$ cat src/hdl/scaler_params.svh
`ifndef SCALER_PARAMS_SVH
`define SCALER_PARAMS_SVH

// bits per colour component
`define SC_COMPONENT_DEPTH 8

// pixel and line counters, configured frame sizes
`define SC_COORD_BITS 11

// fixed-point fraction of steps and accumulators
`define SC_FRAC_BITS 12

// pixels held by one line slot
`define SC_MAX_WIDTH 1024

// line slots in the ring, power of two
`define SC_LINE_COUNT 4

// slot index is the low bits of the line number
`define SC_SLOT_BITS 2

// column address inside one slot
`define SC_COL_BITS 10

// step and accumulator width, integer part plus fraction plus headroom
`define SC_STEP_BITS (`SC_COORD_BITS + `SC_FRAC_BITS + 1)

`endif

$ cat src/hdl/scaler_pkg.sv
`include "scaler_params.svh"

package scaler_pkg;

	// one RGB pixel, red in the top bits
	typedef struct packed {
		logic [`SC_COMPONENT_DEPTH-1:0] red;
		logic [`SC_COMPONENT_DEPTH-1:0] green;
		logic [`SC_COMPONENT_DEPTH-1:0] blue;
	} pixel_t;

	// output stream payload
	typedef struct packed {
		pixel_t pix;
		logic   sof;
		logic   eol;
	} out_beat_t;

	// frame sizes, input and output
	typedef struct packed {
		logic [`SC_COORD_BITS-1:0] in_width;
		logic [`SC_COORD_BITS-1:0] in_height;
		logic [`SC_COORD_BITS-1:0] out_width;
		logic [`SC_COORD_BITS-1:0] out_height;
	} scale_cfg_t;

	// source position for one output pixel, markers travel with it
	typedef struct packed {
		logic [`SC_COORD_BITS-1:0] src_x;
		logic [`SC_COORD_BITS-1:0] src_y;
		logic                      sof;
		logic                      eol;
	} src_coord_t;

endpackage

$ cat src/hdl/scale_stepper.sv
`timescale 1ns/1ps
`include "scaler_params.svh"

module scale_stepper (
	input  logic                   i_ClkB,
	input  logic                   i_rst_n,
	input  scaler_pkg::scale_cfg_t i_cfg,
	input  logic                   i_frame_done,
	input  logic                   i_coord_ready,
	output logic                   o_coord_valid,
	output scaler_pkg::src_coord_t o_coord
);

	import scaler_pkg::*;

	typedef enum logic [1:0] {S_LOAD, S_DIV, S_RUN, S_WAIT} state_t;

	state_t                    state_q;
	scale_cfg_t                cfg_q;
	logic [`SC_STEP_BITS-1:0]  div_num;
	logic [`SC_COORD_BITS-1:0] div_rem;
	logic [4:0]                div_cnt;
	logic                      div_axis;
	logic [`SC_STEP_BITS-1:0]  step_x;
	logic [`SC_STEP_BITS-1:0]  step_y;
	logic [`SC_STEP_BITS-1:0]  acc_x;
	logic [`SC_STEP_BITS-1:0]  acc_y;
	logic [`SC_COORD_BITS-1:0] col_q;
	logic [`SC_COORD_BITS-1:0] row_q;
	logic [`SC_COORD_BITS:0]   trial;
	logic [`SC_COORD_BITS:0]   divisor;
	logic [`SC_COORD_BITS:0]   diff;
	logic                      ge;
	logic                      div_last;
	logic                      take;
	logic                      col_last;
	logic                      row_last;
	logic                      first_open;

	// restoring divide, quotient bits shift in behind the dividend
	assign trial = {div_rem, div_num[`SC_STEP_BITS-1]};
	assign divisor = {1'b0, div_axis ? cfg_q.out_height : cfg_q.out_width};
	assign ge = trial >= divisor;
	assign diff = trial - divisor;
	assign div_last = div_cnt == 5'(`SC_STEP_BITS - 1);

	assign take = o_coord_valid && i_coord_ready;
	assign col_last = col_q == cfg_q.out_width - 1'b1;
	assign row_last = row_q == cfg_q.out_height - 1'b1;
	// config changed while nothing of the frame has gone out
	assign first_open = (col_q == '0) && (row_q == '0) && !take && (i_cfg != cfg_q);

	always_comb begin
		o_coord.src_x = acc_x[`SC_FRAC_BITS +: `SC_COORD_BITS];
		o_coord.src_y = acc_y[`SC_FRAC_BITS +: `SC_COORD_BITS];
		o_coord.sof = (col_q == '0) && (row_q == '0);
		o_coord.eol = col_last;
	end

	always_ff @(posedge i_ClkB) begin
		if (!i_rst_n) begin
			state_q <= S_LOAD;
			div_cnt <= '0;
			div_axis <= 1'b0;
			col_q <= '0;
			row_q <= '0;
			acc_x <= '0;
			acc_y <= '0;
			o_coord_valid <= 1'b0;
		end else begin
			case (state_q)
				S_LOAD: begin
					div_cnt <= '0;
					div_axis <= 1'b0;
					col_q <= '0;
					row_q <= '0;
					state_q <= S_DIV;
				end
				S_DIV: begin
					div_cnt <= div_cnt + 1'b1;
					if (i_cfg != cfg_q) begin
						state_q <= S_LOAD;
					end else if (div_last) begin
						div_cnt <= '0;
						div_axis <= 1'b1;
						// y step done, first coordinate goes out
						if (div_axis) begin
							acc_x <= '0;
							acc_y <= '0;
							o_coord_valid <= 1'b1;
							state_q <= S_RUN;
						end
					end
				end
				S_RUN: begin
					if (first_open) begin
						o_coord_valid <= 1'b0;
						state_q <= S_LOAD;
					end else if (take) begin
						if (col_last) begin
							col_q <= '0;
							acc_x <= '0;
							if (row_last) begin
								o_coord_valid <= 1'b0;
								state_q <= S_WAIT;
							end else begin
								row_q <= row_q + 1'b1;
								acc_y <= acc_y + step_y;
							end
						end else begin
							col_q <= col_q + 1'b1;
							acc_x <= acc_x + step_x;
						end
					end
				end
				S_WAIT: begin
					if (i_frame_done) begin
						state_q <= S_LOAD;
					end
				end
				default: begin
					state_q <= S_LOAD;
				end
			endcase
		end
	end

	// divider datapath
	always_ff @(posedge i_ClkB) begin
		if (state_q == S_LOAD) begin
			cfg_q <= i_cfg;
			div_num <= {1'b0, i_cfg.in_width, {`SC_FRAC_BITS{1'b0}}};
			div_rem <= '0;
		end else if (state_q == S_DIV) begin
			div_num <= {div_num[`SC_STEP_BITS-2:0], ge};
			div_rem <= ge ? diff[`SC_COORD_BITS-1:0] : trial[`SC_COORD_BITS-1:0];
			if (div_last && !div_axis) begin
				step_x <= {div_num[`SC_STEP_BITS-2:0], ge};
				div_num <= {1'b0, cfg_q.in_height, {`SC_FRAC_BITS{1'b0}}};
				div_rem <= '0;
			end
			if (div_last && div_axis) begin
				step_y <= {div_num[`SC_STEP_BITS-2:0], ge};
			end
		end
	end

endmodule

$ cat config.mk
export PLATFORM = sky130hd
export DESIGN_NAME = scale_stepper
export DESIGN_NICKNAME = d
export VERILOG_FILES = /design/src/hdl/scaler_pkg.sv /design/src/hdl/scale_stepper.sv
export VERILOG_INCLUDE_DIRS = /design/src /design/src/hdl
export SDC_FILE = /design/constraint.sdc
export NUM_CORES = 1
export LEC_CHECK = 0
export ABC_AREA = 1
export CAP_MARGIN = 40
export CORE_MARGIN = 2
export CORE_UTILIZATION = 60
export DETAILED_ROUTE_END_ITERATION = 8
export DONT_BUFFER_PORTS = 1
export GPL_ROUTABILITY_DRIVEN = 0
export GPL_TIMING_DRIVEN = 0
export PLACE_DENSITY = 0.86
export SYNTH_ARGS = -nofsm -noshare
export SYNTH_HDL_FRONTEND = slang
export SYNTH_SLANG_ARGS = --single-unit
$ cat constraint.sdc
create_clock -name i_ClkB -period 3.9 [get_ports i_ClkB]
set_input_delay 0.195 -clock i_ClkB [delete_from_list [all_inputs] [get_ports i_ClkB]]
set_output_delay 0.195 -clock i_ClkB [all_outputs]
set_load 0.005 [all_outputs]
## After elaboration in Yosys (flattened, before gate mapping)

Cells that the tools add are included.

| word-level totals | value |
|---|---|
| word-level logic and storage cells | 120 |
| register bits after elaboration | 206 |

| operators by class | value |
|---|---|
| add/sub/neg operators | 8 |
| equality and inequality tests | 20 |
| bitwise logic cells | 1 |
| $lt $le $gt $ge | 1 |
| reduce and logical (&&, ||, !) cells | 23 |
| mux-type cells | 50 |

Operators by type and width:

| cell | number |
|---|---|
| 24-bit two-way mux | 11 |
| 11-bit two-way mux | 10 |
| 24-bit case mux with 2 select lines | 2 |
| 24-bit adder | 2 |
| 23-bit two-way mux | 2 |
| 44-bit inequality test | 1 |
| 11-bit case mux with 2 select lines | 2 |
| 11-bit by 1-bit adder with 11-bit output, second input constant | 2 |
| 11-bit == test | 2 |
| 11-bit zero test | 2 |
| 11-bit by 1-bit subtractor with 11-bit output, second input constant | 2 |
| 2-bit two-way mux | 8 |
| 2-bit inequality test, second input constant | 8 |
| 3-bit inequality test, second input constant | 5 |
| 12-bit by 11-bit >= comparator with 1-bit output | 1 |
| 3-bit AND reduction | 4 |
| 6-bit AND reduction | 2 |
| 11-bit subtractor | 1 |
| 5-bit two-way mux | 2 |
| 5-bit case mux with 2 select lines | 1 |
| 1-bit two-way mux | 9 |
| 2-bit case mux with 4 select lines | 1 |
| 8-bit AND reduction | 1 |
| 7-bit AND reduction | 1 |
| other kinds (11) | 21 |

## Logic depth before layout (Yosys ltp)

| logic depth | value |
|---|---|
| word-level depth | 7 |
| mapped depth | 18 |
| gate-level depth less buffers | 17 |

## Worst setup path after synthesis

OpenSTA, ideal clock, no wires.

| timing | value |
|---|---|
| path type | reg-to-reg |
| start point | register div_cnt[1] |
| end point | register div_num[17] (data pin) |
| arrival time | 2.689 ns |
| setup time | 0.162 ns |
| path buffers | 0 |
| cell stages (with the launch flop) | 10 |
| slack | 1.049 ns |
| cells stage by stage | dfxtp_1 -> ha_1 -> nand2_1 -> nor3_1 -> inv_1 -> nor2_1 -> inv_1 -> nor2_1 -> inv_1 -> o211ai_1 |

| on the way | value |
|---|---|
| longest elaborated chain between the ends | 5 |

Ends and longest elaborated chain:

| item | RTL line | text |
|---|---|---|
| from (decl) | scale_stepper.sv:22 | `logic [4:0] div_cnt;` |
| from (signal assigned) | scale_stepper.sv:80 | `div_cnt <= div_cnt + 1'b1;` |
| 5-bit == test | scale_stepper.sv:45 | `` assign div_last = div_cnt == 5'(`SC_STEP_BITS - 1); `` |
| 1-bit logical AND | scale_stepper.sv:137 | `if (div_last && !div_axis) begin` |
| 24-bit two-way mux | scale_stepper.sv:137 |  |
| 23-bit two-way mux | scale_stepper.sv:134 | `end else if (state_q == S_DIV) begin` |
| 23-bit two-way mux | scale_stepper.sv:130 | `if (state_q == S_LOAD) begin` |
| to (signal assigned) | scale_stepper.sv:132 | `` div_num <= {1'b0, i_cfg.in_width, {`SC_FRAC_BITS{1'b0}}}; `` |
| to (signal assigned) | scale_stepper.sv:135 | `` div_num <= {div_num[`SC_STEP_BITS-2:0], ge}; `` |
| to (signal assigned) | scale_stepper.sv:139 | `` div_num <= {1'b0, cfg_q.in_height, {`SC_FRAC_BITS{1'b0}}}; `` |
| to (decl) | scale_stepper.sv:20 | `` logic [`SC_STEP_BITS-1:0] div_num; `` |

Every way passes these cells. The select of a mux whose other input is x is not followed.
A chain may end at the register's enable or synchronous reset.

## Worst setup path after layout

| timing | value |
|---|---|
| start point | register div_axis |
| end point | register div_rem[10] |

| on the way | value |
|---|---|
| longest elaborated chain between the ends | 4 |
| elaborated cells between the ends (all ways) | 7 |
| classes of those cells | add/sub: 1; order compare: 1; mux: 3; reduce/logical: 2 |

Ends and longest elaborated chain:

| item | RTL line | text |
|---|---|---|
| from (decl) | scale_stepper.sv:23 | `logic div_axis;` |
| from (signal assigned) | scale_stepper.sv:64 | `div_axis <= 1'b0;` |
| from (signal assigned) | scale_stepper.sv:74 | `div_axis <= 1'b0;` |
| from (signal assigned) | scale_stepper.sv:85 | `div_axis <= 1'b1;` |
| 11-bit two-way mux | scale_stepper.sv:42 | `assign divisor = {1'b0, div_axis ? cfg_q.out_height : cfg_q.out_width};` |
| 11-bit subtractor / 12-bit by 11-bit >= comparator with 1-bit output (equally long branches) | scale_stepper.sv:44, scale_stepper.sv:43 |  |
| 11-bit two-way mux | scale_stepper.sv:136 | `` div_rem <= ge ? diff[`SC_COORD_BITS-1:0] : trial[`SC_COORD_BITS-1:0]; `` |
| 11-bit two-way mux (*) | scale_stepper.sv:137 |  |
| to (signal assigned) | scale_stepper.sv:136 |  |
| to (decl) | scale_stepper.sv:21 | `` logic [`SC_COORD_BITS-1:0] div_rem; `` |

Mark *: on every way between the ends. The rest lies on a longest branch, timed or not.

==> flow_summary.json <==
{
  "critPathBufInv": 2,
  "cts_tree": "built",
  "vias": 12200,
  "fmax_ghz": 0.315,
  "worst_slew_pin_slew_ps": 767,
  "grt_setup_unrepaired": "no",
  "arrival_ps": 3590,
  "synth_edf_count": 101,
  "yosysTopAreaCellShare_pct": 23.7,
  "power_frac_seq_pct": 47.5,
  "crit_family": "compound AO/OA/AOI/OAI gates",
  "fillCellCount": 1661,
  "seq_area_frac_synth_pct": 39.6,
  "netlist_area_um2": 12800,
  "ctsHtreeMaxLevel": 1,
  "ir_drop_mv": 0.420,
  "finalHoldViolCount": 0,
  "initialDrtViolationCount": 1396,
  "relSlewSlack_pct": 48.8,
  "drt-vias-per-instance": 5.90,
  "antenna_cells": 0,
  "required_ps": 4320,
  "die-area_um2": 22500,
  "cp-startpoint": "div_axis",
  "clockPowerShare_pct": 43.1,
  "leakagePower_uw": 0.00616,
  "crit_path_max_fanout": 10,
  "path_clk_slew_ps": 60,
  "die_x_um": 150,
  "grt_pass1_vias": 11700,
  "multiInputGateArea_um2": 6680,
  "antenna_found_initial": 1,
  "crit_top_cell": "nand2_1",
  "dp_slack_ps": 822,
  "synth_top_cell_by_area": "edfxtp_1",
  "setup_viol": 0,
  "status": "finished clean",
  "tns_ps": 0,
  "synth_cell_types": 43,
  "num_rows": 53,
  "hp-start": "i_frame_done",
  "synth-seq-cells": 202,
  "wirelength_um": 35100,
  "syn-num-nets": 1814,
  "p_int_uw": 3720,
  "drc": 0,
  "clk_path_buf_depth": 3,
  "drt_first_pass_iters": 6,
  "crit_path_end_kind": "flip-flop",
  "ctsRootBufferMaster": "clkbuf_16",
  "dieHeight_um": 150,
  "cp-start-kind": "flip-flop",
  "finalCriticalPeriod_ps": 3170,
  "fin_util_pct": 68.7,
  "grt_usage_pct": 31.4,
  "max_stage_delay_ps": 430,
  "period_share_pct": 81.3,
  "slowest_stage": "dfxtp_1",
  "synth.top_cells.by_area": "edfxtp_1 24%, dfxtp_1 16%, nand2_1 13%",
  "path_cells": "buf_1 -> nand2_1 -> o21ai_0 -> ha_1 -> inv_1 -> fa_1 -> nand3_1 -> nand2_1 -> a21boi_0 -> o21ai_0 -> a21oi_1 -> xor2_1 -> nand2_1 -> o211ai_1 -> nand2_1",
  "synth_ff_type": "edfxtp_1",
  "worstSetupPathType": "reg2reg",
  "synthCells": 1701,
  "io_buffers": 0,
  "seqCellArea_um2": 5050,
  "cellPowerDensity_nw_per_um2": 347,
  "fin_cells": 2067,
  "grt_overflow": 0,
  "grt_max_degree": 29,
  "postRouteAntennaNets": 0,
  "cap_violations": 0,
  "drive_gt1_share_pct": 6.14,
  "dp_hpwl_um": 25500,
  "placed_cells": 1980,
  "cts_made_buffers": 23,
  "area_growth_pct": 12.7,
  "cts.sinks": 202,
  "yosysWarnings": 0,
  "drv_slew": 0,
  "p_sw_share_pct": 25.5,
  "setup_ws_ps": 729,
  "grt_pass1_wl_um": 56700,
  "min_path_type": "in2reg",
  "final_nets": 1888,
  "start_util_pct": 61.0,
  "p_sw_uw": 1270,
  "routedWlPerCell_um": 17.0,
  "ios": 73,
  "r2r_start": "div_axis",
  "combPwrFrac_pct": 9.4,
  "async_flop_share_pct": 0,
  "finClkSkew_ps": 18.4,
  "synth_area_per_cell_um2": 7.51,
  "core_um2": 21000,
  "clock_latency_ps": 530
}
state kept, by name, indices dropped and copies added (netlist names):
register,flops
acc_x,23
col_q,11
div_cnt,5
state_q,2
o_coord_valid,1
step_y,23
step_x,23
div_axis,1
cfg_q,44
row_q,11
acc_y,23
div_rem,11
div_num,24
logic make-up (layout without fill, tap and decap cells):
group / Yosys count / count (layout) / synth area share (%)
AND/OR/NAND/NOR: 849 / 849 / 28.9
XOR/XNOR: 89 / 89 / 6.10
buffers and inverters: 246 / 337 / 8.24
flip-flops: 202 / 202 / 39.6
AO/OA/AOI/OAI: 250 / 250 / 10.7
adder cells (fa/ha/maj): 65 / 65 / 6.54
repair_timing:
action,CTS,global route
hold buffers,45,0
setup buffers,0,0
resized for setup,0,0
endpoints found under the hold margin,69,0
worst register-to-register path, cell delays in order, from the launching register on:
cell	delay (ps)
dfxtp_1	430
buf_1	330
nand2_1	90
o21ai_0	180
ha_1	260
inv_1	80
fa_1	410
nand3_1	100
nand2_1	110
a21boi_0	280
o21ai_0	190
a21oi_1	210
xor2_1	170
nand2_1	70
o211ai_1	100
nand2_1	60
path summary, 6_finish.rpt:
path	end	slack [ps]	cells after the start
setup reg to reg	div_rem[10]	730	15
hold reg to reg	div_rem[7]	460	2
hold / removal	state_q[0]	140	7
setup / recovery	div_rem[10]	730	15
metal layers:
metal / up-vias / part of all wire (%) / GRT usage, %
met4: 2 / 4.9 / 14.3
li1: 5801 / - / -
met3: 131 / 9.3 / 5.09
met2: 681 / 48 / 53.7
met1: 5582 / 38 / 38.8
met5: - / 0.028 / 0
power by group through the flow:
stage,Combinational (µW),Clock [µW],Sequential (µW)
2_1_floorplan,326,0,2390
3_3_place_gp,396,0,2410
3_5_place_dp,414,0,2410
4_1_cts,458,2160,2370
5_1_grt,526,2240,2370
6_report,469,2150,2370
placed cells by master, fill, tap and decap left out, types with 58 or more instances in the layout:
cell / Yosys / layout
a21oi_1: 132 / 132
dfxtp_1: 101 / 101
edfxtp_1: 101 / 101
ha_1: 62 / 62
inv_1: 174 / 174
nand2_1: 457 / 457
nand3_1: 90 / 90
nand4_1: 58 / 58
nor2_1: 162 / 160
o21ai_0: 68 / 68
synthesized netlist by cell type (all sizes together) (5+ instances only):
master  number
ha          62
nand2      461
a21o         9
o21ai       68
a21oi      133
a31oi        6
nand3       91
buf         40
xor2        35
o21bai       6
nor2       171
nand3b      24
o22ai       12
o211ai       8
edfxtp     101
dfxtp      101
nand4       58
nor3b        5
clkbuf      24
inv        182
nor4         5
xnor2       54
nor3        24
cell type report:
type	instances	share of cell area, %
multi-input combinational	1253	46.4
clock buffer	27	4.10
clock inverter	15	1.06
tap	275	2.39
buffer	64	2.58
inverter	182	4.75
sequential	202	35.1
timing repair buffer	49	3.64
stage by stage:
| step | power, µW | hold WS, ps | instance area (µm²) |
|---|---|---|---|
| 2_1_floorplan | 2710 | 294 | 12800 |
| 3_3_place_gp | 2810 | 294 | 13100 |
| 3_5_place_dp | 2830 | 294 | 13200 |
| 4_1_cts | 4980 | 131 | 14400 |
| 5_1_grt | 5140 | 229 | 14400 |
| 6_report | 4990 | 144 | 14400 |
Power figures use the tool's default switching activity.
