<file path="src/hdl/scaler_params.svh">
`ifndef SCALER_PARAMS_SVH
`define SCALER_PARAMS_SVH

// bits per colour component
`define SC_COMPONENT_DEPTH 8

// pixel and line counters, configured frame sizes
`define SC_COORD_BITS 11

// fixed-point fraction of steps and accumulators
`define SC_FRAC_BITS 12

// pixels held by one line slot
`define SC_MAX_WIDTH 1024

// line slots in the ring, power of two
`define SC_LINE_COUNT 4

// slot index is the low bits of the line number
`define SC_SLOT_BITS 2

// column address inside one slot
`define SC_COL_BITS 10

// step and accumulator width, integer part plus fraction plus headroom
`define SC_STEP_BITS (`SC_COORD_BITS + `SC_FRAC_BITS + 1)

`endif

</file>
<file path="src/hdl/scaler_pkg.sv">
`include "scaler_params.svh"

package scaler_pkg;

	// one RGB pixel, red in the top bits
	typedef struct packed {
		logic [`SC_COMPONENT_DEPTH-1:0] red;
		logic [`SC_COMPONENT_DEPTH-1:0] green;
		logic [`SC_COMPONENT_DEPTH-1:0] blue;
	} pixel_t;

	// output stream payload
	typedef struct packed {
		pixel_t pix;
		logic   sof;
		logic   eol;
	} out_beat_t;

	// frame sizes, input and output
	typedef struct packed {
		logic [`SC_COORD_BITS-1:0] in_width;
		logic [`SC_COORD_BITS-1:0] in_height;
		logic [`SC_COORD_BITS-1:0] out_width;
		logic [`SC_COORD_BITS-1:0] out_height;
	} scale_cfg_t;

	// source position for one output pixel, markers travel with it
	typedef struct packed {
		logic [`SC_COORD_BITS-1:0] src_x;
		logic [`SC_COORD_BITS-1:0] src_y;
		logic                      sof;
		logic                      eol;
	} src_coord_t;

endpackage

</file>
<file path="src/hdl/line_capture.sv">
`timescale 1ns/1ps
`include "scaler_params.svh"

module line_capture (
	input  logic                      i_ClkB,
	input  logic                      i_rst_n,
	input  scaler_pkg::scale_cfg_t    i_cfg,
	input  logic                      i_in_valid,
	input  scaler_pkg::pixel_t        i_in_pixel,
	input  logic [`SC_COORD_BITS-1:0] i_need_line,
	input  logic                      i_frame_done,
	output logic                      o_in_ready,
	output logic                      o_wr_en,
	output logic [`SC_SLOT_BITS-1:0]  o_wr_slot,
	output logic [`SC_COORD_BITS-1:0] o_wr_col,
	output scaler_pkg::pixel_t        o_wr_pixel,
	output logic [`SC_COORD_BITS-1:0] o_lines_done
);

	logic [`SC_COORD_BITS-1:0] col_q;
	logic [`SC_COORD_BITS-1:0] col_nx;
	logic [`SC_COORD_BITS-1:0] done_q;
	logic [`SC_COORD_BITS-1:0] done_nx;
	logic [`SC_COORD_BITS-1:0] held_lines;
	logic                      wait_q;
	logic                      wait_nx;
	logic                      pend_q;
	logic                      pend_nx;
	logic                      ready_q;
	logic                      ready_nx;
	logic                      wr;

	assign wr = i_in_valid && ready_q;

	// the line being written is always line number done_q
	assign o_in_ready = ready_q;
	assign o_wr_en = wr;
	assign o_wr_slot = done_q[`SC_SLOT_BITS-1:0];
	assign o_wr_col = col_q;
	assign o_wr_pixel = i_in_pixel;
	assign o_lines_done = done_q;

	always_comb begin
		col_nx = col_q;
		done_nx = done_q;
		wait_nx = wait_q;
		// emitter may finish before the unused bottom lines arrive
		pend_nx = pend_q || i_frame_done;

		if (wr) begin
			if (col_q == i_cfg.in_width - 1'b1) begin
				col_nx = '0;
				done_nx = done_q + 1'b1;
				if (done_q == i_cfg.in_height - 1'b1) begin
					wait_nx = 1'b1;
				end
			end else begin
				col_nx = col_q + 1'b1;
			end
		end

		// both sides finished, start over
		if (wait_nx && pend_nx) begin
			col_nx = '0;
			done_nx = '0;
			wait_nx = 1'b0;
			pend_nx = 1'b0;
		end

		// slots still owed to the emitter, none if it waits on a later row
		held_lines = (done_nx > i_need_line) ? done_nx - i_need_line : '0;

		// once the emitter is done with the frame no slot is owed
		ready_nx = !wait_nx && (pend_nx || (held_lines < `SC_LINE_COUNT));
	end

	always_ff @(posedge i_ClkB) begin
		if (!i_rst_n) begin
			col_q <= '0;
			done_q <= '0;
			wait_q <= 1'b0;
			pend_q <= 1'b0;
			ready_q <= 1'b0;
		end else begin
			col_q <= col_nx;
			done_q <= done_nx;
			wait_q <= wait_nx;
			pend_q <= pend_nx;
			ready_q <= ready_nx;
		end
	end

endmodule

</file>
<file path="config.mk">
export PLATFORM = sky130hd
export DESIGN_NAME = line_capture
export DESIGN_NICKNAME = d
export VERILOG_FILES = /design/src/hdl/scaler_pkg.sv /design/src/hdl/line_capture.sv
export VERILOG_INCLUDE_DIRS = /design/src /design/src/hdl
export SDC_FILE = /design/constraint.sdc
export NUM_CORES = 1
export LEC_CHECK = 0
export ABC_AREA = 0
export BUFFER_PORTS_ARGS = -buffer_cell sky130_fd_sc_hd__buf_4
export CORE_MARGIN = 5
export CORE_UTILIZATION = 50
export DETAILED_ROUTE_END_ITERATION = 16
export GPL_ROUTABILITY_DRIVEN = 0
export PLACE_DENSITY = 0.95
export SLEW_MARGIN = 25
export SYNTH_ARGS = -nofsm -noshare
export SYNTH_HDL_FRONTEND = slang
export SYNTH_SLANG_ARGS = --single-unit
</file>
<file path="constraint.sdc">
create_clock -name i_ClkB -period 10.8 [get_ports i_ClkB]
set_clock_uncertainty 0.1 [all_clocks]
set_input_delay 0 -clock i_ClkB [delete_from_list [all_inputs] [get_ports i_ClkB]]
set_output_delay 0 -clock i_ClkB [all_outputs]
set_load 0.02 [all_outputs]
</file>
## Word-level counts from Yosys, hierarchy flattened

Cells that the tools add are included.

| word-level totals | value |
|---|---|
| register bits after elaboration | 25 |
| bits in latches | 0 |
| memory bits (writable) | 0 |
| ROM bits | 0 |
| bits of input ports | 83 |
| output and inout bits | 50 |
| logic and storage cells | 32 |
| memories | 0 |

| operators by class | value |
|---|---|
| add/sub/neg operators | 5 |
| $mul | 0 |
| div/mod/pow operators | 0 |
| magnitude comparators | 2 |
| eq/ne operators | 2 |
| shifts and indexed selects | 0 |
| multiplexer cells | 10 |
| bitwise gates (word level) | 1 |
| reduce and logical (&&, ||, !) cells | 7 |

Operators with widths:

| kind | count |
|---|---|
| 11-bit 2-to-1 mux | 5 |
| 11-bit by 1-bit adder with 11-bit output (second input constant) | 2 |
| 11-bit equality test | 2 |
| 11-bit by 1-bit subtractor with 11-bit output (second input constant) | 2 |
| 11-bit > comparator | 1 |
| 11-bit by 3-bit less-than comparator with 1-bit output (second input constant) | 1 |
| 11-bit subtractor | 1 |
| 1-bit 2-to-1 mux | 5 |
| 1-bit logical AND | 3 |
| 1-bit logical OR | 2 |
| 2-bit OR reduction | 1 |
| 1-bit logical NOT | 1 |
| 1-bit inverter | 1 |

## Depth between registers and ports, before layout

Gate-level depths: netlist of the first run.

| depth | value |
|---|---|
| word-level depth | 12 |
| mapped depth | 21 |
| depth with buffers taken out | 19 |

## Worst setup path before layout of the first run

OpenSTA, ideal clock, no wires.

| timing path | value |
|---|---|
| path type | reg2reg |
| from | register done_q[2] (netlist: o_lines_done[2]) |
| to | register ready_q (netlist: o_in_ready) |
| data arrival time | 4.043 ns |
| data required time | 10.585 ns |
| path slack | 6.543 ns |
| stages on the path, launching flop included | 18 |
| path buffers | 2 |
| clock period less this slack | 4.257 ns |
| cell sequence | dfxtp_1 -> clkbuf_1 -> nor2b_1 -> or3_1 -> a31oi_1 -> nand4_1 -> or4b_2 -> o31ai_4 -> buf_2 -> nor2_1 -> ha_1 -> and3_1 -> a221o_1 -> nor2_1 -> mux2i_1 -> o31a_1 -> a21oi_1 -> o21a_1 |

| on the way | value |
|---|---|
| longest elaborated chain between the ends | 11 |

Ends and longest elaborated chain:

| element | RTL line | RTL |
|---|---|---|
| start, declared | line_capture.sv:22 | `` logic [`SC_COORD_BITS-1:0] done_q; `` |
| start signal, assigned | line_capture.sv:86 | `done_q <= done_nx;` |
| branches (longest 5 deep; another with 11-bit by 1-bit adder with 11-bit output) | - |  |
| 11-bit 2-to-1 mux * | line_capture.sv:63 | `if (wait_nx && pend_nx) begin` |
| via done_nx[7] | line_capture.sv:23 | `` logic [`SC_COORD_BITS-1:0] done_nx; `` |
| 11-bit subtractor or 11-bit > comparator (tied branches) | line_capture.sv:71 | `held_lines = (done_nx > i_need_line) ? done_nx - i_need_line : '0;` |
| 11-bit 2-to-1 mux * | line_capture.sv:71 |  |
| 11-bit by 3-bit less-than comparator with 1-bit output (no source line) * | - |  |
| 1-bit logical OR * | line_capture.sv:74 | `` ready_nx = !wait_nx && (pend_nx \|\| (held_lines < `SC_LINE_COUNT)); `` |
| 1-bit logical AND * | line_capture.sv:74 |  |
| end signal, assigned | line_capture.sv:89 | `ready_q <= ready_nx;` |
| end, declared | line_capture.sv:29 | `logic ready_q;` |

Mark *: on every way through the listed nets, which the timed path passes.
A chain may end at the register's enable or synchronous reset.

## Worst setup path after layout of the first run

| timing path | value |
|---|---|
| from | register col_q[10] (netlist: o_wr_col[10]) |
| to | register ready_q (netlist: o_in_ready) |

| on the way | value |
|---|---|
| longest elaborated chain between the ends | 10 |

Ends and longest elaborated chain:

| element | RTL line | RTL |
|---|---|---|
| start, declared | line_capture.sv:20 | `` logic [`SC_COORD_BITS-1:0] col_q; `` |
| start signal, assigned | line_capture.sv:85 | `col_q <= col_nx;` |
| 11-bit equality test * | line_capture.sv:51 | `if (col_q == i_cfg.in_width - 1'b1) begin` |
| 1-bit 2-to-1 mux | line_capture.sv:51 |  |
| 1-bit 2-to-1 mux | line_capture.sv:50 | `if (wr) begin` |
| 1-bit logical AND | line_capture.sv:63 |  |
| 11-bit 2-to-1 mux * | line_capture.sv:63 |  |
| via done_nx[7] | line_capture.sv:23 |  |
| 11-bit subtractor or 11-bit > comparator (tied branches) | line_capture.sv:71 |  |
| 11-bit 2-to-1 mux * | line_capture.sv:71 |  |
| 11-bit by 3-bit less-than comparator with 1-bit output (no source line) * | - |  |
| 1-bit logical OR * | line_capture.sv:74 |  |
| 1-bit logical AND * | line_capture.sv:74 |  |

Mark *: on every way through the listed nets, which the timed path passes. The rest lies on a longest branch.

==> flow_summary.toml, run 1 <==
[floorplanning]
rows = 25
io_pins = 133
dieArea_um2 = 6550
chipHeight_um = 80.9
die_width_um = 80.9
initial_core_util_pct = 52.2
coreArea_um2 = 4820

[synthesis]
synth_seq_area_share_pct = 19.9
ys_seq_elements = 25
ys.flop_type = "dfxtp_1"
ys_warn_count = 0
postSynthAreaPerCell_um2 = 7.81
synth_edf_count = 0
syn-cell-area_um2 = 2510
synth_cell_type_count = 59
synthesis.nets = 420
synth_top_area_share_pct = 19.9
yosys-top-cells-area = "dfxtp_1 20%, xnor2_1 8.4%, buf_4 7.8%, ha_1 7.5%, xor2_1 7.0%"
postSynth.asyncResetShare_pct = 0
synth_top_cell_by_area = "dfxtp_1"
synthCells = 322

[timing]
rsz0062_at_grt = "no"
fmax_mhz = 203
slew_viol_final = 0
setup_viol = 0
finalHoldViolations = 0
fin_crit_sh_pct = 45.6
max_slew.worst_pin.slew_ns = 0.917
max-slew-margin-rel_pct = 38.3
tns_ns = 0
fin_crit_ns = 4.92

[critical_path]
path_buf_inv = 0
crit_required_ns = 10.88
end_kind = "flip-flop"
cp_slowest_cell = "o31ai_4"
r2r_setup_slack_ns = 5.88
cp_num_cells = 15
start_kind = "flip-flop"
crit_fanout = 25
crit_chain = "xnor2_1 > nand3_1 > a31oi_1 > o2111ai_1 > or4_4 > o31ai_4 > nor2_1 > ha_1 > and3_1 > a221o_1 > nor2_1 > mux2i_1 > o31a_1 > a21oi_1 > o21a_1"
critPathKind = "reg2reg"
path_common_cell = "nor2_1"
cp.arrival_ns = 5.00
crit_family = "compound AO/OA/AOI/OAI gates"
slowest_delay_ns = 0.79
r2r_cells = 15

[global_route]
grt_pass1_vias = 2497
grt_max_degree = 26
grtUsageTotal_pct = 20.2
antenna_found_initial = 0
grt_pass1_wl_um = 10900
grt_overflow = 0

[job]
maxCapViolCount = 0

[clock_network]
htreeDepth = 1
cts_buffers = 3
cts-resized-gates = 0
clock_latency_ns = 0.27
cts_max_path_buffers = 2
cts_tree = "done"
post-cts-setup-buffer-count = 0
cts-root-buf = "clkbuf_8"
clkSlewWorstSetupHoldPaths_ns = 0.09
numClockSinks = 25

[power]
leakagePower_nw = 1.36
p_seq_share_pct = 45.1
intPower_mw = 0.147
p_sw_mw = 0.0613
power_frac_comb_pct = 27.8
powerDensity_nw_per_um2 = 66.7
p_clk_share_pct = 27.1
swShare_pct = 29.4
ir_drop_mv = 0.0490

[outcome]
outcome = "completed"

[route]
wirelength_um = 6850
vias_per_cell = 5.72
drc = 0
dr.pass1.iters = 4
num_vias = 2549
postRouteAntennaNets = 0
wl_per_cell_um = 15.4
drt_iter0_drc = 204

[finish]
fill_cells = 391
multiInputGateArea_um2 = 1710
regArea_um2 = 500
final_cell_mix = "62 x buf_4, 35 x nor2_1, 25 x dlygate4sd3_1, 25 x dfxtp_1, 24 x xnor2_1"
layout-drive-gt1-share_pct = 20.1
layout_commonest_cell = "buf_4"
fin_util_pct = 64.8
n_antenna_cell = 0
area_delta_synth_final_pct = 24.1
final_nets = 478

[place]
dp_hpwl_um = 5170
io_buffers = 62

[min_path]
hp-class = "in2reg"
hold_depth = 3
## area by class of cell
type                       instances  share of cell area (%)
multi-input combinational        245                    54.7
timing repair buffer              87                    22.9
sequential                        25                    16.0
tap                               67                    2.69
inverter                          18                    2.16
clock buffer                       3                    1.32
clock inverter                     1                   0.160
## per-stage QoR
stage / instance area (um^2) / worst slack (ns) / hold slack [ns] / total power [mW] / std cells
after floorplan: 2510 / 6.54 / 0.0126 / 0.133 / 322
after global placement: 2830 / 5.95 / -0.0999 / 0.137 / 417
after detailed placement: 2830 / 5.77 / -0.0999 / 0.139 / 417
after CTS: 3120 / 5.93 / 0.0275 / 0.209 / 446
after global routing: 3120 / 5.45 / 0.0248 / 0.217 / 446
final: 3120 / 5.88 / 0.0334 / 0.208 / 446
## kinds of logic after synthesis
logic type / after synthesis / synth area share, %
AND/OR/NAND/NOR: 135 / 30.6
buffers and inverters: 52 / 12.2
AO/OA/AOI/OAI: 48 / 13.3
XOR/XNOR: 44 / 15.3
flip-flops: 25 / 19.9
adder cells (fa/ha/maj): 15 / 7.46
multiplexers: 3 / 1.19
## synthesized netlist by cell type, types with 6 or more instances
master / number
nor2_1: 35
buf_4: 26
dfxtp_1: 25
xnor2_1: 24
xor2_1: 20
inv_1: 18
ha_1: 15
nand2_1: 14
nor3b_1: 14
nand4_1: 11
a21oi_1: 10
and3_1: 10
nor3_1: 10
o21ai_0: 10
nand3_1: 9
a31oi_1: 7
nor4_1: 6
## power groups by stage
stage	logic, mW	clock network [mW]	registers, mW
floorplan	0.0362	0	0.0965
global placement	0.0413	0	0.0959
detailed placement	0.0433	0	0.0960
CTS	0.0578	0.0574	0.0939
global route	0.0631	0.0603	0.0941
finish	0.0580	0.0564	0.0939
## worst min-delay path, cell delays in order
cell and delay (ns):
buf_4 0.09, nor2_1 0.09, and3_1 0.18
## flip-flops by register name, indices dropped and copies added, names as in the netlist
signal and count:
pend_q 1, wait_q 1, o_wr_col 11, o_in_ready 1, o_lines_done 11
## timing repair
| item | CTS | global route |
|---|---|---|
| hold endpoints to repair | 40 | 0 |
| hold buffers | 25 | 0 |
| setup endpoints to repair | 0 | 0 |
## layer usage
metal	vias up	part of all wire, %	GRT usage [%]
li1	1244	-	-
met1	1178	38	23.0
met2	112	52	38.8
met3	15	8.4	2.55
met4	0	1.9	5.91
met5	-	0	0
## final timing paths
path | startpoint | to
min reg2reg | o_wr_col[10] | o_wr_col[10]
max reg2reg | o_wr_col[10] | o_in_ready
max | o_wr_col[10] | o_in_ready
min | i_frame_done | wait_q
(Power assumes the default switching activity.)
==> run 2: changes to the inputs <==
Settings changed: ABC_AREA 0 to 1, CORE_UTILIZATION 50 to 45, PLACE_DENSITY 0.95 to 0.86.
Clock period 10.8 ns to 4.2 ns, I/O delays scaled along.
==> run 2 against run 1 <==
  * Core utilization is 8.3 points lower
  * Critical path type unchanged
  * Die area is 37% higher
  * Final cell count grew 61%
==> flow_summary.toml, run 2 <==
[synthesis]
postSynthAreaPerCell_um2 = 5.74
postSynth.asyncResetShare_pct = 0
ys_seq_elements = 25
synth_cell_type_count = 37
yosys-top-cells-area = "nand2_1 19%, dfxtp_1 16%, nor2_1 9.4%, inv_1 9.1%, nand3_1 8.7%"
ys_warn_count = 0
synth_seq_area_share_pct = 15.5
synthMostInstantiatedCell = "nand2_1"
synth_edf_count = 0
synth_top_area_share_pct = 18.5
synth_top_cell_by_area = "nand2_1"
syn-cell-area_um2 = 3220
synthesis.nets = 659
synth_common_cells = "159 x nand2_1, 81 x nor2_1, 78 x inv_1, 56 x nand3_1, 26 x buf_4"
synthCells = 561
ys.flop_type = "dfxtp_1"

[clock_network]
cts_tree = "done"
cts_buffers = 3
post-cts-setup-buffer-count = 0
htreeDepth = 1
numClockSinks = 25
cts-root-buf = "clkbuf_8"
clock_latency_ns = 0.29
cts_max_path_buffers = 2
clkSlewWorstSetupHoldPaths_ns = 0.10

[global_route]
grt_pass1_wl_um = 13400
grt_max_degree = 23
grt_overflow = 0
grt_pass1_vias = 3255
grtUsageTotal_pct = 17.8
antenna_found_initial = 0

[power]
ir_drop_mv = 0.131
power_mw = 0.705
powerDensity_nw_per_um2 = 182
leakagePower_nw = 1.96

[floorplanning]
initial_core_util_pct = 46.9
chipHeight_um = 94.6
dieArea_um2 = 8950
io_pins = 133
die_width_um = 94.6
rows = 30
coreArea_um2 = 6870

[finish]
final_cell_area_um2 = 3880
n_antenna_cell = 0
final_cell_mix = "158 x nand2_1, 81 x nor2_1, 78 x inv_1, 62 x buf_4, 56 x nand3_1"
final_cells = 719
layout_commonest_cell = "nand2_1"
layout-drive-gt1-share_pct = 17.2
final_nets = 722
fill_cells = 680
area_delta_synth_final_pct = 20.5

[place]
dp_hpwl_um = 6770
dp.cells = 688
io_buffers = 62
placed_area_um2 = 3560

[timing]
fin_crit_sh_pct = 90.8
max_slew.worst_pin.slew_ns = 0.413
max-slew-margin-rel_pct = 72.3
finalHoldViolations = 0
fmax_mhz = 262
tns_ns = 0
slew_viol_final = 0
holdWs_ns = 0.283
fin_crit_ns = 3.81
rsz0062_at_grt = "no"
setup_viol = 0

[outcome]
outcome = "completed"

[route]
wl_per_cell_um = 11.7
postRouteAntennaNets = 0
dr.pass1.iters = 4
wirelength_um = 8400
num_vias = 3570
vias_per_cell = 4.97
drc = 0
drt_iter0_drc = 237

[critical_path]
crit_fanout = 11
critPathKind = "reg2reg"
slowest_delay_ns = 0.43
cp.arrival_ns = 3.95
start_kind = "flip-flop"
path_common_cell = "nand2_1"
end_kind = "flip-flop"
crit_required_ns = 4.33
cp_slowest_cell = "dfxtp_1"

[job]
maxCapViolCount = 0

[min_path]
hp-class = "in2reg"
-- run 2: metal layers --
metal,routed length [um],up-vias,global-route usage (%)
li1,-,1864,-
met5,0,-,0
met1,3730,1575,22.6
met2,4030,120,32.6
met4,118,0,4.33
met3,526,11,1.04
-- run 2: final cells by class --
| cell class | count | area [um^2] | area share (%) |
|---|---|---|---|
| Multi-Input combinational cell | 424 | 2170 | 55.9 |
| Timing Repair Buffer | 89 | 736 | 19.0 |
| Sequential cell | 25 | 500 | 12.9 |
| Inverter | 81 | 307 | 7.90 |
| Tap cell | 96 | 120 | 3.09 |
| Clock buffer | 3 | 41.3 | 1.06 |
| Clock inverter | 1 | 8.76 | 0.226 |
-- run 2: per-stage QoR --
stage                     setup slack [ns]  util (%)
after global placement               0.408      51.8
final                                0.386      56.5
after floorplan                      0.984         -
after CTS                            0.290      56.5
after global routing                0.0820      56.5
after detailed placement             0.284      51.8
-- run 2: final timing paths --
kind | slack (ns) | endpoint | start | cells past startpoint
worst min-delay path | 0.28 | o_lines_done[7] | i_in_valid | 5
worst max register to register | 0.39 | o_in_ready | o_wr_col[5] | 29
worst max-delay path | 0.39 | o_in_ready | o_wr_col[5] | 29
worst min register to register | 0.45 | pend_q | wait_q | 3
-- run 2: power breakdown --
group	switching, mW	internal, mW
Clock	0.0870	0.0698
Combinational	0.173	0.121
Sequential	0.00976	0.244
Total	0.269	0.435
-- run 2: what timing repair did --
| action | 4_1_cts | 5_1_grt |
|---|---|---|
| gates resized for setup | 0 | 1 |
| hold buffers | 27 | 0 |
| hold endpoints to repair | 27 | 0 |
| endpoints found under the setup margin | 0 | 1 |
-- run 2: critical path, delay by kind of cell, from the launching register on --
kind / cells / cell delay [ns]
compound gates: 4 / 0.49
fa+ha+maj: 1 / 0.36
buf+inv: 4 / 0.25
flops: 1 / 0.43
simple gates: 20 / 2.14
-- run 2: cells by family after synthesis --
kind of cell               after synthesis  synth area share (%)
and+or+nand+nor                        354                  49.5
buffers and inverters                  112                  17.2
AOI/OAI and AO/OA                       34                  6.26
DFF                                     25                  15.5
xor gates and xnor gates                21                  5.71
adders and majority gates               15                  5.83
