**config.mk**
```make
export PLATFORM = sky130hd
export DESIGN_NAME = pixel_emitter
export DESIGN_NICKNAME = d
export VERILOG_FILES = /design/src/hdl/scaler_pkg.sv /design/src/hdl/pixel_emitter.sv
export VERILOG_INCLUDE_DIRS = /design/src /design/src/hdl
export SDC_FILE = /design/constraint.sdc
export NUM_CORES = 1
export LEC_CHECK = 0
export ABC_AREA = 1
export BUFFER_PORTS_ARGS = -buffer_cell sky130_fd_sc_hd__buf_2
export CAP_MARGIN = 40
export CORE_UTILIZATION = 41
export CTS_BUF_LIST = sky130_fd_sc_hd__clkbuf_16
export CTS_CLUSTER_SIZE = 8
export DETAILED_ROUTE_END_ITERATION = 10
export GPL_TIMING_DRIVEN = 0
export PLACE_DENSITY = 0.73
export SYNTH_ARGS = -nofsm -noshare
export SYNTH_HDL_FRONTEND = slang
export SYNTH_SLANG_ARGS = --single-unit
```
**constraint.sdc**
```tcl
create_clock -name i_ClkB -period 1.9 [get_ports i_ClkB]
set_clock_uncertainty 0.2 [all_clocks]
set_input_delay 0.38 -clock i_ClkB [delete_from_list [all_inputs] [get_ports i_ClkB]]
set_output_delay 0.38 -clock i_ClkB [all_outputs]
set_load 0.1 [all_outputs]
```
**src/hdl/scaler_params.svh**
```systemverilog
`ifndef SCALER_PARAMS_SVH
`define SCALER_PARAMS_SVH

// bits per colour component
`define SC_COMPONENT_DEPTH 8

// pixel and line counters, configured frame sizes
`define SC_COORD_BITS 11

// fixed-point fraction of steps and accumulators
`define SC_FRAC_BITS 12

// pixels held by one line slot
`define SC_MAX_WIDTH 1024

// line slots in the ring, power of two
`define SC_LINE_COUNT 4

// slot index is the low bits of the line number
`define SC_SLOT_BITS 2

// column address inside one slot
`define SC_COL_BITS 10

// step and accumulator width, integer part plus fraction plus headroom
`define SC_STEP_BITS (`SC_COORD_BITS + `SC_FRAC_BITS + 1)

`endif

```
**src/hdl/scaler_pkg.sv**
```systemverilog
`include "scaler_params.svh"

package scaler_pkg;

	// one RGB pixel, red in the top bits
	typedef struct packed {
		logic [`SC_COMPONENT_DEPTH-1:0] red;
		logic [`SC_COMPONENT_DEPTH-1:0] green;
		logic [`SC_COMPONENT_DEPTH-1:0] blue;
	} pixel_t;

	// output stream payload
	typedef struct packed {
		pixel_t pix;
		logic   sof;
		logic   eol;
	} out_beat_t;

	// frame sizes, input and output
	typedef struct packed {
		logic [`SC_COORD_BITS-1:0] in_width;
		logic [`SC_COORD_BITS-1:0] in_height;
		logic [`SC_COORD_BITS-1:0] out_width;
		logic [`SC_COORD_BITS-1:0] out_height;
	} scale_cfg_t;

	// source position for one output pixel, markers travel with it
	typedef struct packed {
		logic [`SC_COORD_BITS-1:0] src_x;
		logic [`SC_COORD_BITS-1:0] src_y;
		logic                      sof;
		logic                      eol;
	} src_coord_t;

endpackage

```
**src/hdl/pixel_emitter.sv**
```systemverilog
`timescale 1ns/1ps
`include "scaler_params.svh"

module pixel_emitter (
	input  logic                      i_ClkB,
	input  logic                      i_rst_n,
	input  logic                      i_coord_valid,
	input  scaler_pkg::src_coord_t    i_coord,
	input  logic [`SC_COORD_BITS-1:0] i_lines_done,
	input  scaler_pkg::pixel_t        i_rd_pixel,
	input  logic                      i_out_ready,
	output logic                      o_coord_ready,
	output logic [`SC_SLOT_BITS-1:0]  o_rd_slot,
	output logic [`SC_COORD_BITS-1:0] o_rd_col,
	output logic [`SC_COORD_BITS-1:0] o_need_line,
	output logic                      o_frame_done,
	output logic                      o_out_valid,
	output scaler_pkg::out_beat_t     o_out_beat
);

	logic                      adv;
	logic                      take;
	logic                      out_xfer;
	logic                      s1_valid;
	logic                      s1_sof;
	logic                      s1_eol;
	logic [`SC_COORD_BITS-1:0] s1_row;
	logic [`SC_SLOT_BITS-1:0]  rd_slot_q;
	logic [`SC_COORD_BITS-1:0] rd_col_q;
	logic                      out_last_q;
	logic                      hold_q;

	// whole pipe moves together when the output register frees up
	assign adv = !o_out_valid || i_out_ready;
	assign o_coord_ready = adv && !hold_q && (i_coord.src_y < i_lines_done);
	assign take = i_coord_valid && o_coord_ready;
	assign out_xfer = o_out_valid && i_out_ready;

	// hold the address while stalled so the store keeps returning the same pixel
	assign o_rd_slot = take ? i_coord.src_y[`SC_SLOT_BITS-1:0] : rd_slot_q;
	assign o_rd_col = take ? i_coord.src_x : rd_col_q;

	always_comb begin
		if (s1_valid) begin
			o_need_line = s1_row;
		end else if (i_coord_valid) begin
			o_need_line = i_coord.src_y;
		end else begin
			o_need_line = '0;
		end
	end

	always_ff @(posedge i_ClkB) begin
		if (!i_rst_n) begin
			s1_valid <= 1'b0;
			o_out_valid <= 1'b0;
			out_last_q <= 1'b0;
			o_frame_done <= 1'b0;
			hold_q <= 1'b0;
		end else begin
			if (adv) begin
				s1_valid <= take;
				o_out_valid <= s1_valid;
				// the stepper drops valid only after the final coordinate of a frame
				out_last_q <= s1_valid && s1_eol && !i_coord_valid;
			end
			o_frame_done <= out_xfer && out_last_q;
			// keep off the next frame until capture has cleared its line count
			if (out_xfer && out_last_q) begin
				hold_q <= 1'b1;
			end else if (i_lines_done == '0) begin
				hold_q <= 1'b0;
			end
		end
	end

	always_ff @(posedge i_ClkB) begin
		if (take) begin
			rd_slot_q <= i_coord.src_y[`SC_SLOT_BITS-1:0];
			rd_col_q <= i_coord.src_x;
		end
		if (adv) begin
			s1_sof <= i_coord.sof;
			s1_eol <= i_coord.eol;
			s1_row <= i_coord.src_y;
			o_out_beat.pix <= i_rd_pixel;
			o_out_beat.sof <= s1_sof;
			o_out_beat.eol <= s1_eol;
		end
	end

endmodule

```
# After elaboration in Yosys (flattened, before gate mapping)
# Index checks and enable logic that the tools add are counted.
[op_classes] magnitude_cmp=1 reduce_logical=13 muxes=6
[op_table] op="$mux 11" count=3
[op_table] op="$logic_not 11->1" count=1
[op_table] op="$lt 11x11->1" count=1
[op_table] op="$logic_and 1x1->1" count=7
[op_table] op="$logic_not 1->1" count=3
[op_table] op="$mux 1" count=2
[op_table] op="$mux 2" count=1
[op_table] op="$reduce_bool 2->1" count=1
[op_table] op="$logic_or 1x1->1" count=1
[totals] out_inout_bits=53 ff_bits=57 wordCells=35 in_bits=63

# Logic depth before layout (Yosys ltp)
# Gate-level depths: netlist of run 1.
[logic_depth] word_depth=6 depth_mapped=12 ltp_nobuf=11

# Worst setup path after synthesis of run 1
# No wires, ideal clock.
[synth_timing] path_type="register -> output" start="reg o_out_valid" end="out o_rd_col[2]" path_stages_with_launch=9 required_time_ns=1.320 t_arrival_ns=2.688 n_path_buf=1 path_slack_ns=-1.368 cell_sequence="dfxtp_1 nand2_4 nand3_2 nor2_4 nand2_2 nor2_4 buf_8 nand3_1 nand2_1"
[synth_between] elab_chain_len=6
[synth_lines] item="from (decl)" line="pixel_emitter.sv:17" rtl="output logic o_out_valid,"
[synth_lines] item="from (signal assigned)" line="pixel_emitter.sv:63" rtl="o_out_valid <= s1_valid;"
[synth_lines] item="$logic_not 1->1" line="pixel_emitter.sv:34" rtl="assign adv = !o_out_valid || i_out_ready;"
[synth_lines] item="$logic_or 1x1->1" line="pixel_emitter.sv:34"
[synth_lines] item="$logic_and 1x1->1 (2 in a row)" line="pixel_emitter.sv:35" rtl="assign o_coord_ready = adv && !hold_q && (i_coord.src_y < i_lines_done);"
[synth_lines] item="via o_coord_ready" line="pixel_emitter.sv:12" rtl="output logic o_coord_ready,"
[synth_lines] item="$logic_and 1x1->1" line="pixel_emitter.sv:36" rtl="assign take = i_coord_valid && o_coord_ready;"
[synth_lines] item="$mux 11"
[synth_lines] item="to (decl)" line="pixel_emitter.sv:14" rtl="output logic [`SC_COORD_BITS-1:0] o_rd_col,"
# The timed path passes the listed nets, and every way through them passes these cells.

# Worst setup path after layout of run 1
[layout_timing] start="in i_coord[12] in the netlist's numbering" end="out o_rd_col[4]"
[layout_between] elab_chain_len=4
[layout_lines] item="from (decl)" line="pixel_emitter.sv:8" rtl="input scaler_pkg::src_coord_t i_coord,"
[layout_lines] item="$lt 11x11->1" line="pixel_emitter.sv:35"
[layout_lines] item="$logic_and 1x1->1" line="pixel_emitter.sv:35"
[layout_lines] item="$logic_and 1x1->1" line="pixel_emitter.sv:36"
[layout_lines] item="$mux 11"
# No other way between the ends.

==> results.sh, run 1 <==
export IMPL_status="finished, violations left"
export IMPL_failed_checks="setup timing"
export IMPL_worstReg2RegEnd="rd_col_q[8]"
export IMPL_route_detailed_drc=0
export IMPL_dr_total_vias=2131
export IMPL_fp_row_count=26
export IMPL_hold_slack_ns=0.0297
export IMPL_clk_latency_ns=0.32
export IMPL_fill_cells=211
export IMPL_start_util_pct=43.9
export IMPL_ioPinCount=116
export IMPL_path_cells="buf_8 > ha_4 > nand2_4 > nor2_4 > nand2_1 > inv_1 > nand2_2 > inv_2 > nor2_4 > buf_12 > buf_12 > nand3_4 > nand2_8 > buf_12"
export IMPL_synth_fa_ha_area_share_pct=5.41
export IMPL_path_class="input port to output pin"
export IMPL_clk_pin_slew_ns=0.05
export IMPL_yosysWarnings=0
export IMPL_synth_edf_count=39
export IMPL_max_slew_worst_pin_slew_ns=0.496
export IMPL_synth_top_family_by_area="simple AND/OR/NAND/NOR gates"
export IMPL_grt_pass1_vias=2222
export IMPL_synth_commonest_cells="nand2_1, edfxtp_1, nand3_1, inv_1, dfxtp_1"
export IMPL_cts_buffer_depth=2
export IMPL_portBuffers=114
export IMPL_ys_types=25
export IMPL_fin_nets=421
export IMPL_fin_crit_sh_pct=130
export IMPL_wl_met3_um=529
export IMPL_setup_violations=14
export IMPL_drtIter0Drc=164
export IMPL_hpwl_mm=4.06
export IMPL_crit_fanout=5
export IMPL_coreArea_um2=5270
export IMPL_route_met2_wl_mm=4.07
export IMPL_min_period_ns=2.46
export IMPL_rrSetupSlack_ns=0.17
export IMPL_critPathCaptureType="output pin"
export IMPL_synth_seq_cells=57
export IMPL_p_per_area_nw_per_um2=1120
export IMPL_cts_hold_buffers_added=0
export IMPL_synthMuxAreaShare_pct=0
export IMPL_antenna_found_initial=0
export IMPL_synth_compound_area_share_pct=1.89
export IMPL_vdd_drop_max_mv=0.777
export IMPL_cts_max_level=3
export IMPL_hp_class="input port to flip-flop"
export IMPL_ys_seq_area_share_pct=66.2
export IMPL_cts_buffers=9
export IMPL_area_growth_pct=101
export IMPL_cp_data_required_time_ns=1.32
export IMPL_fin_ws_ns=-0.561
export IMPL_slew_headroom_pct=67.2
export IMPL_finalPower_uw=5200
export IMPL_leakage_uw=0.00204
export IMPL_maxCapViolCount=0
export IMPL_hold_viol=0
export IMPL_cts_root_buf="clkbuf_16"
export IMPL_cpPeakStageDelay_ns=0.29
export IMPL_synth_xor_area_share_pct=0
export IMPL_netlist_area_leader_share_pct=50.6
export IMPL_critical_path_most_common_cell="buf_12"
export IMPL_synth_area_leaders="edfxtp_1, dfxtp_1, nand2_1"
export IMPL_cp_arrival_ns=1.88
export IMPL_startpoint_type="input port"
export IMPL_cts_tree="yes"
export IMPL_final_area_um2=4650
export IMPL_synth_most_common_cell="nand2_1"
export IMPL_cp_startpoint="i_coord[12]"
export IMPL_holdPathEnd="o_out_beat[6]"
export IMPL_cts_sinks=57
export IMPL_postRouteAntennaNets=0
export IMPL_antenna_cells=0
export IMPL_synth_top_flop_cell="edfxtp_1"
export IMPL_place_area_um2=3450
export IMPL_dieArea_um2=5950
export IMPL_rr_worst_depth=9
export IMPL_cp_slowest_cell="ha_4"
export IMPL_grt_max_degree=22
export IMPL_grt_ovfl_total=0
export IMPL_seqCellArea_um2=1540
export IMPL_rsz0062_at_grt="true"
export IMPL_gp_congestion=0.861
export IMPL_grt_pass1_wl_mm=11.3
export IMPL_yosys_area_share_simple_pct=21.0
export IMPL_min_delay_start="i_rd_pixel[4]"
export IMPL_die_h_um=77.1
export IMPL_fmax_mhz=406
export IMPL_firstDrtPassIters=4
export IMPL_synth_area_leader_cell="edfxtp_1"
export IMPL_multiInputGateArea_um2=1370
export IMPL_drt_vias_per_instance=5.04
export IMPL_report_final_slew_viol_count=0
export IMPL_grt_util_all_layers_pct=25.6
export IMPL_holdPathStages=1
export IMPL_synthArstFlopShare_pct=0
export IMPL_synth_cells=207
export IMPL_worstReg2RegStart="hold_q"
export IMPL_routed_top_layer="met4"
export IMPL_synth_nets=280
export IMPL_wl_mm=7.84
export IMPL_syn_area_um2=2310
export IMPL_syn_avg_cell_area_um2=11.2
export IMPL_dieWidth_um=77.1
export IMPL_drive_gt1_share_pct=71.4
export IMPL_wl_met1_mm=3.00
export IMPL_routedWlPerCell_um=18.5
-- worst max-delay path by stage --
stage / endpoint / slack (ns) / cells past startpoint
6_report: o_rd_col[4] / -0.56 / 14
5_1_grt: o_rd_col[4] / -0.63 / 12
3_5_place_dp: o_rd_col[2] / -0.83 / 12
4_1_cts: o_rd_slot[0] / -0.51 / 14
2_1_floorplan: o_rd_slot[0] / -0.38 / 8
3_3_place_gp: o_rd_col[7] / -0.80 / 14
-- worst max-delay path, delay by kind of cell --
family	cells	cell delay, ns
fa+ha+maj	1	0.29
buf+inv	6	0.68
simple gates	7	0.51
-- cells by family (layout without fill, tap and decap cells) --
| kind of cell | Yosys count | in the layout |
|---|---|---|
| flops | 57 | 57 |
| compound gates | 8 | 8 |
| fa+ha+maj | 10 | 10 |
| simple gates | 105 | 107 |
| buf+inv | 27 | 171 |
-- routing by layer --
layer  vias to the layer above  track usage (%)
li1                        986                -
met1                      1002             29.1
met2                       121             44.4
met3                        22             7.98
met4                         0             9.81
met5                         -                0
-- report_power, final --
group	internal (µW)	switching (µW)
Clock	1010	578
Combinational	710	1390
Sequential	1450	61.1
Total	3170	2030
-- through the flow --
stage / setup WS (ns) / std cells / utilization [%] / TNS (ns)
3_3_place_gp: -0.799 / 391 / 65.4 / -14.87
6_report: -0.561 / 423 / 88.2 / -7.08
3_5_place_dp: -0.832 / 391 / 65.4 / -15.59
4_1_cts: -0.512 / 418 / 84.4 / -6.70
5_1_grt: -0.632 / 423 / 88.2 / -8.11
2_1_floorplan: -0.377 / 207 / - / -5.02
-- layout by cell type (no fill, tap or decap), types with 9 or more instances in the layout --
| cell type | synthesis | routed |
|---|---|---|
| buf_12 | 0 | 25 |
| buf_2 | 1 | 74 |
| buf_4 | 0 | 14 |
| buf_6 | 2 | 14 |
| clkbuf_16 | 0 | 10 |
| dfxtp_1 | 18 | 16 |
| edfxtp_1 | 39 | 39 |
| ha_4 | 0 | 9 |
| nand2_1 | 63 | 17 |
| nand2_2 | 1 | 13 |
| nand2_4 | 1 | 26 |
| nand2_8 | 0 | 11 |
| nand3_1 | 26 | 10 |
| nand3_4 | 0 | 10 |
-- flip-flops by register name, indices dropped and copies added (netlist names) --
signal,cells
hold_q,1
o_frame_done,1
o_out_beat,26
o_out_valid,1
out_last_q,1
rd_col_q,11
rd_slot_q,2
s1_eol,1
s1_row,11
s1_sof,1
s1_valid,1
-- repair_timing --
action | CTS | global route
setup endpoints to repair | 25 | 26
pin swaps | 36 | 16
gates resized for setup | 152 | 47
buffers inserted | 8 | 6
gates cloned | 3 | 1
-- layout make-up --
class / instances / share of cell area, %
flip-flops and latches: 57 / 33.0
multi-input cells: 125 / 29.5
repair buffers: 128 / 25.4
clock buffers: 9 / 4.84
inverters: 20 / 1.88
well taps: 70 / 1.88
plain buffers: 7 / 1.86
clock inverters: 7 / 1.53
Note: power is estimated with default switching activity, not from simulation.
==> run 2: changes to the inputs <==
--- a/config.mk
+++ b/config.mk
@@ -14,7 +14,9 @@
 export CTS_CLUSTER_SIZE = 8
 export DETAILED_ROUTE_END_ITERATION = 10
 export GPL_TIMING_DRIVEN = 0
+export HOLD_SLACK_MARGIN = 0.15
 export PLACE_DENSITY = 0.73
+export SETUP_SLACK_MARGIN = 0.5
 export SYNTH_ARGS = -nofsm -noshare
 export SYNTH_HDL_FRONTEND = slang
 export SYNTH_SLANG_ARGS = --single-unit
==> run 2 against run 1 <==
Net effect:
- synthesized area did not move
- synthesized cell count did not move
- the run now fails in clock tree synthesis (4_1_cts)
==> results.sh, run 2 <==
export IMPL_error="[ERROR DPL-0038] Utilization greater than 100%, impossible to legalize"
export IMPL_cts_resized=279
export IMPL_portBuffers=114
export IMPL_synth_top_family_by_area="simple AND/OR/NAND/NOR gates"
export IMPL_cts_sinks=57
export IMPL_yosys_area_share_simple_pct=21.0
export IMPL_synth_xor_area_share_pct=0
export IMPL_ys_seq_area_share_pct=66.2
export IMPL_netlist_area_leader_share_pct=50.6
export IMPL_synth_top_flop_cell="edfxtp_1"
export IMPL_fp_row_count=26
export IMPL_hpwl_mm=4.21
export IMPL_stop_stage="clock tree synthesis (4_1_cts)"
export IMPL_cts_root_buf="clkbuf_16"
export IMPL_cts_hold_buffers_added=38
export IMPL_synth_nets=280
export IMPL_cts_buffers=9
export IMPL_synthMuxAreaShare_pct=0
export IMPL_start_util_pct=43.9
export IMPL_ys_types=25
export IMPL_status="aborted with a tool error"
export IMPL_synth_seq_cells=57
export IMPL_syn_area_um2=2310
export IMPL_cts_max_level=3
export IMPL_gp_congestion=0.790
export IMPL_dieWidth_um=77.1
export IMPL_synth_edf_count=39
export IMPL_synth_compound_area_share_pct=1.89
export IMPL_synth_area_leader_cell="edfxtp_1"
export IMPL_synth_commonest_cells="nand2_1, edfxtp_1, nand3_1, inv_1, dfxtp_1"
export IMPL_die_h_um=77.1
export IMPL_synthArstFlopShare_pct=0
export IMPL_yosysWarnings=0
export IMPL_synth_fa_ha_area_share_pct=5.41
export IMPL_synth_cells=207
export IMPL_dpl_worst_slack_ns=-0.825
export IMPL_syn_avg_cell_area_um2=11.2
export IMPL_synth_area_leaders="edfxtp_1, dfxtp_1, nand2_1"
export IMPL_synth_most_common_cell="nand2_1"
export IMPL_cts_buffer_depth=2
export IMPL_ioPinCount=116
export IMPL_cts_setup_buffers=19
run 2: cell counts after synthesis:
No cell type changed its count.
run 2: cells by family after synthesis:
family / after synthesis
fa+ha+maj: 10
flops: 57
simple gates: 105
compound gates: 8
buf+inv: 27
run 2: stage by stage:
| step | cells | instance area [µm²] | hold WS (ns) |
|---|---|---|---|
| floorplan | 207 | 3070 | 0.200 |
| global placement | 391 | 3730 | 0.203 |
| detailed placement | 391 | 3730 | 0.226 |
==> run 3: changes to the inputs <==
--- a/config.mk
+++ b/config.mk
@@ -9,14 +9,10 @@
 export ABC_AREA = 1
 export BUFFER_PORTS_ARGS = -buffer_cell sky130_fd_sc_hd__buf_2
 export CAP_MARGIN = 40
-export CORE_UTILIZATION = 41
-export CTS_BUF_LIST = sky130_fd_sc_hd__clkbuf_16
-export CTS_CLUSTER_SIZE = 8
+export CORE_UTILIZATION = 40
 export DETAILED_ROUTE_END_ITERATION = 10
 export GPL_TIMING_DRIVEN = 0
-export HOLD_SLACK_MARGIN = 0.15
-export PLACE_DENSITY = 0.73
-export SETUP_SLACK_MARGIN = 0.5
+export PLACE_DENSITY_LB_ADDON = 0.15
 export SYNTH_ARGS = -nofsm -noshare
 export SYNTH_HDL_FRONTEND = slang
 export SYNTH_SLANG_ARGS = --single-unit
==> constraint.sdc (replaced) <==
create_clock -name i_ClkB -period 2.45 [get_ports i_ClkB]
set_clock_uncertainty 0.2 [all_clocks]
set_input_delay 0.49 -clock i_ClkB [delete_from_list [all_inputs] [get_ports i_ClkB]]
set_output_delay 0.49 -clock i_ClkB [all_outputs]
set_load 0.1 [all_outputs]
==> run 3 against run 2 <==
Net effect:
- the flow now finishes, with violations (setup timing)
==> results.sh, run 3 (synthesis gave the netlist of run 1 again) <==
export IMPL_vdd_drop_max_mv=0.756
export IMPL_fin_nets=415
export IMPL_post_route_util_pct=75.7
export IMPL_cp_arrival_ns=1.92
export IMPL_final_cell_mix="buf_2, edfxtp_1, nand2_1"
export IMPL_gp_congestion=0.684
export IMPL_critPathCaptureType="output pin"
export IMPL_switching_share_pct=40.6
export IMPL_fill_cells=366
export IMPL_max_slew_worst_pin_slew_ns=0.505
export IMPL_grt_util_all_layers_pct=21.3
export IMPL_worstReg2RegStart="o_out_valid"
export IMPL_firstDrtPassIters=4
export IMPL_largest_reg_flops=26
export IMPL_fin_crit_sh_pct=107
export IMPL_slew_headroom_pct=66.6
export IMPL_cts_buffers=9
export IMPL_fmax_mhz=383
export IMPL_path_class="input port to output pin"
export IMPL_report_final_slew_viol_count=0
export IMPL_dpl_worst_slack_ns=-0.552
export IMPL_cp_startpoint="i_coord[8]"
export IMPL_grt_pass1_vias=1999
export IMPL_hpwl_mm=3.90
export IMPL_clk_pin_slew_ns=0.06
export IMPL_placed_cells=393
export IMPL_dieArea_um2=6090
export IMPL_drt_vias_per_instance=4.77
export IMPL_p_sw_uw=1430
export IMPL_maxCapViolCount=0
export IMPL_cts_buffer_depth=2
export IMPL_drtIter0Drc=66
export IMPL_fin_ws_ns=-0.164
export IMPL_ioPinCount=116
export IMPL_combinationalPowerShare_pct=42.4
export IMPL_hp_class="input port to flip-flop"
export IMPL_coreArea_um2=5540
export IMPL_cts_sinks=57
export IMPL_p_per_area_nw_per_um2=837
export IMPL_antenna_found_initial=0
export IMPL_cts_tree="yes"
export IMPL_dieWidth_um=78.1
export IMPL_rsz0062_at_grt="true"
export IMPL_p_int_uw=2080
export IMPL_top_regs="o_out_beat: 26 flops, rd_col_q: 11 flops, s1_row: 11 flops"
export IMPL_final_common_cell="buf_2"
export IMPL_leakage_uw=0.00189
export IMPL_status="finished, violations left"
export IMPL_min_delay_start="i_rd_pixel[5]"
export IMPL_route_detailed_drc=0
export IMPL_failed_checks="setup timing"
export IMPL_crit_fanout=5
export IMPL_grt_ovfl_total=0
export IMPL_portBuffers=114
export IMPL_die_h_um=78.1
export IMPL_dr_total_vias=2000
export IMPL_clk_latency_ns=0.32
export IMPL_finalNonFillerCells=419
export IMPL_cts_hold_buffers_added=0
export IMPL_setup_violations=14
export IMPL_grt_pass1_wl_mm=9.69
export IMPL_seq_power_share_pct=33.5
export IMPL_clkPwrFrac_pct=24.2
export IMPL_start_util_pct=41.8
export IMPL_startpoint_type="input port"
export IMPL_grt_max_degree=22
export IMPL_antenna_cells=0
export IMPL_fp_row_count=27
export IMPL_wl_mm=6.23
export IMPL_cts_root_buf="clkbuf_8"
export IMPL_area_growth_pct=81.1
export IMPL_drive_gt1_share_pct=64.6
export IMPL_min_period_ns=2.61
export IMPL_hold_viol=0
export IMPL_cts_max_level=3
export IMPL_cp_data_required_time_ns=1.76
export IMPL_routedWlPerCell_um=14.9
export IMPL_postRouteAntennaNets=0
export IMPL_largest_register="o_out_beat"
run 3: what timing repair did:
| action | in CTS | in global routing |
|---|---|---|
| gates cloned | 4 | 0 |
| endpoints found under the setup margin | 25 | 14 |
| pin swaps | 28 | 25 |
| gates resized for setup | 82 | 61 |
| setup buffers | 6 | 3 |
run 3: critical path: stages:
cell and delay, ns:
buf_8 0.10, ha_4 0.24, nand2_4 0.06, inv_2 0.03
nand2_1 0.05, nand2_1 0.05, nand2_2 0.09, nand2_2 0.07
nor2_4 0.19, buf_8 0.18, nand3_4 0.10, nand2_8 0.09
buf_12 0.16
run 3: path summary, 6_finish.rpt:
path	to	slack (ns)	depth (start not counted)
worst max-delay path	o_rd_slot[0]	-0.16	13
worst min-delay path	o_out_beat[7]	0.13	1
worst max register to register	rd_col_q[8]	0.69	9
worst min register to register	o_out_beat[1]	0.23	0
run 3: power by group through the flow:
stage,Sequential (µW),Combinational [µW],Clock (µW)
global route,1180,1540,906
finish,1170,1490,849
detailed placement,1170,1170,0
global placement,1170,1160,0
floorplan,1390,759,0
CTS,1150,1430,870
run 3: cell type report:
type / instances / area [µm²] / area share [%]
plain buffers: 5 / 46.3 / 1.10
clock buffers: 13 / 149 / 3.55
clock inverters: 3 / 40.0 / 0.955
inverters: 20 / 97.6 / 2.33
multi-input cells: 125 / 1260 / 30.0
flip-flops and latches: 57 / 1540 / 36.6
well taps: 72 / 90.1 / 2.15
repair buffers: 124 / 976 / 23.3
run 3: routing by layer:
metal	GRT usage [%]	vias up	wire, µm
li1	-	974	-
met1	25.5	938	2540
met2	36.8	84	3230
met3	6.40	4	444
met4	6.11	0	25
met5	0	-	0
run 3: through the flow:
stage | instance area (µm²) | hold slack (ns) | TNS, ns | total power (µW)
after floorplan | 2720 | 0.200 | -0.117 | 2150
after global placement | 3380 | 0.202 | -6.56 | 2320
after detailed placement | 3380 | 0.227 | -6.81 | 2340
after CTS | 3980 | 0.116 | -2.17 | 3450
after global routing | 4190 | 0.113 | -2.79 | 3630
final | 4190 | 0.134 | -1.84 | 3510
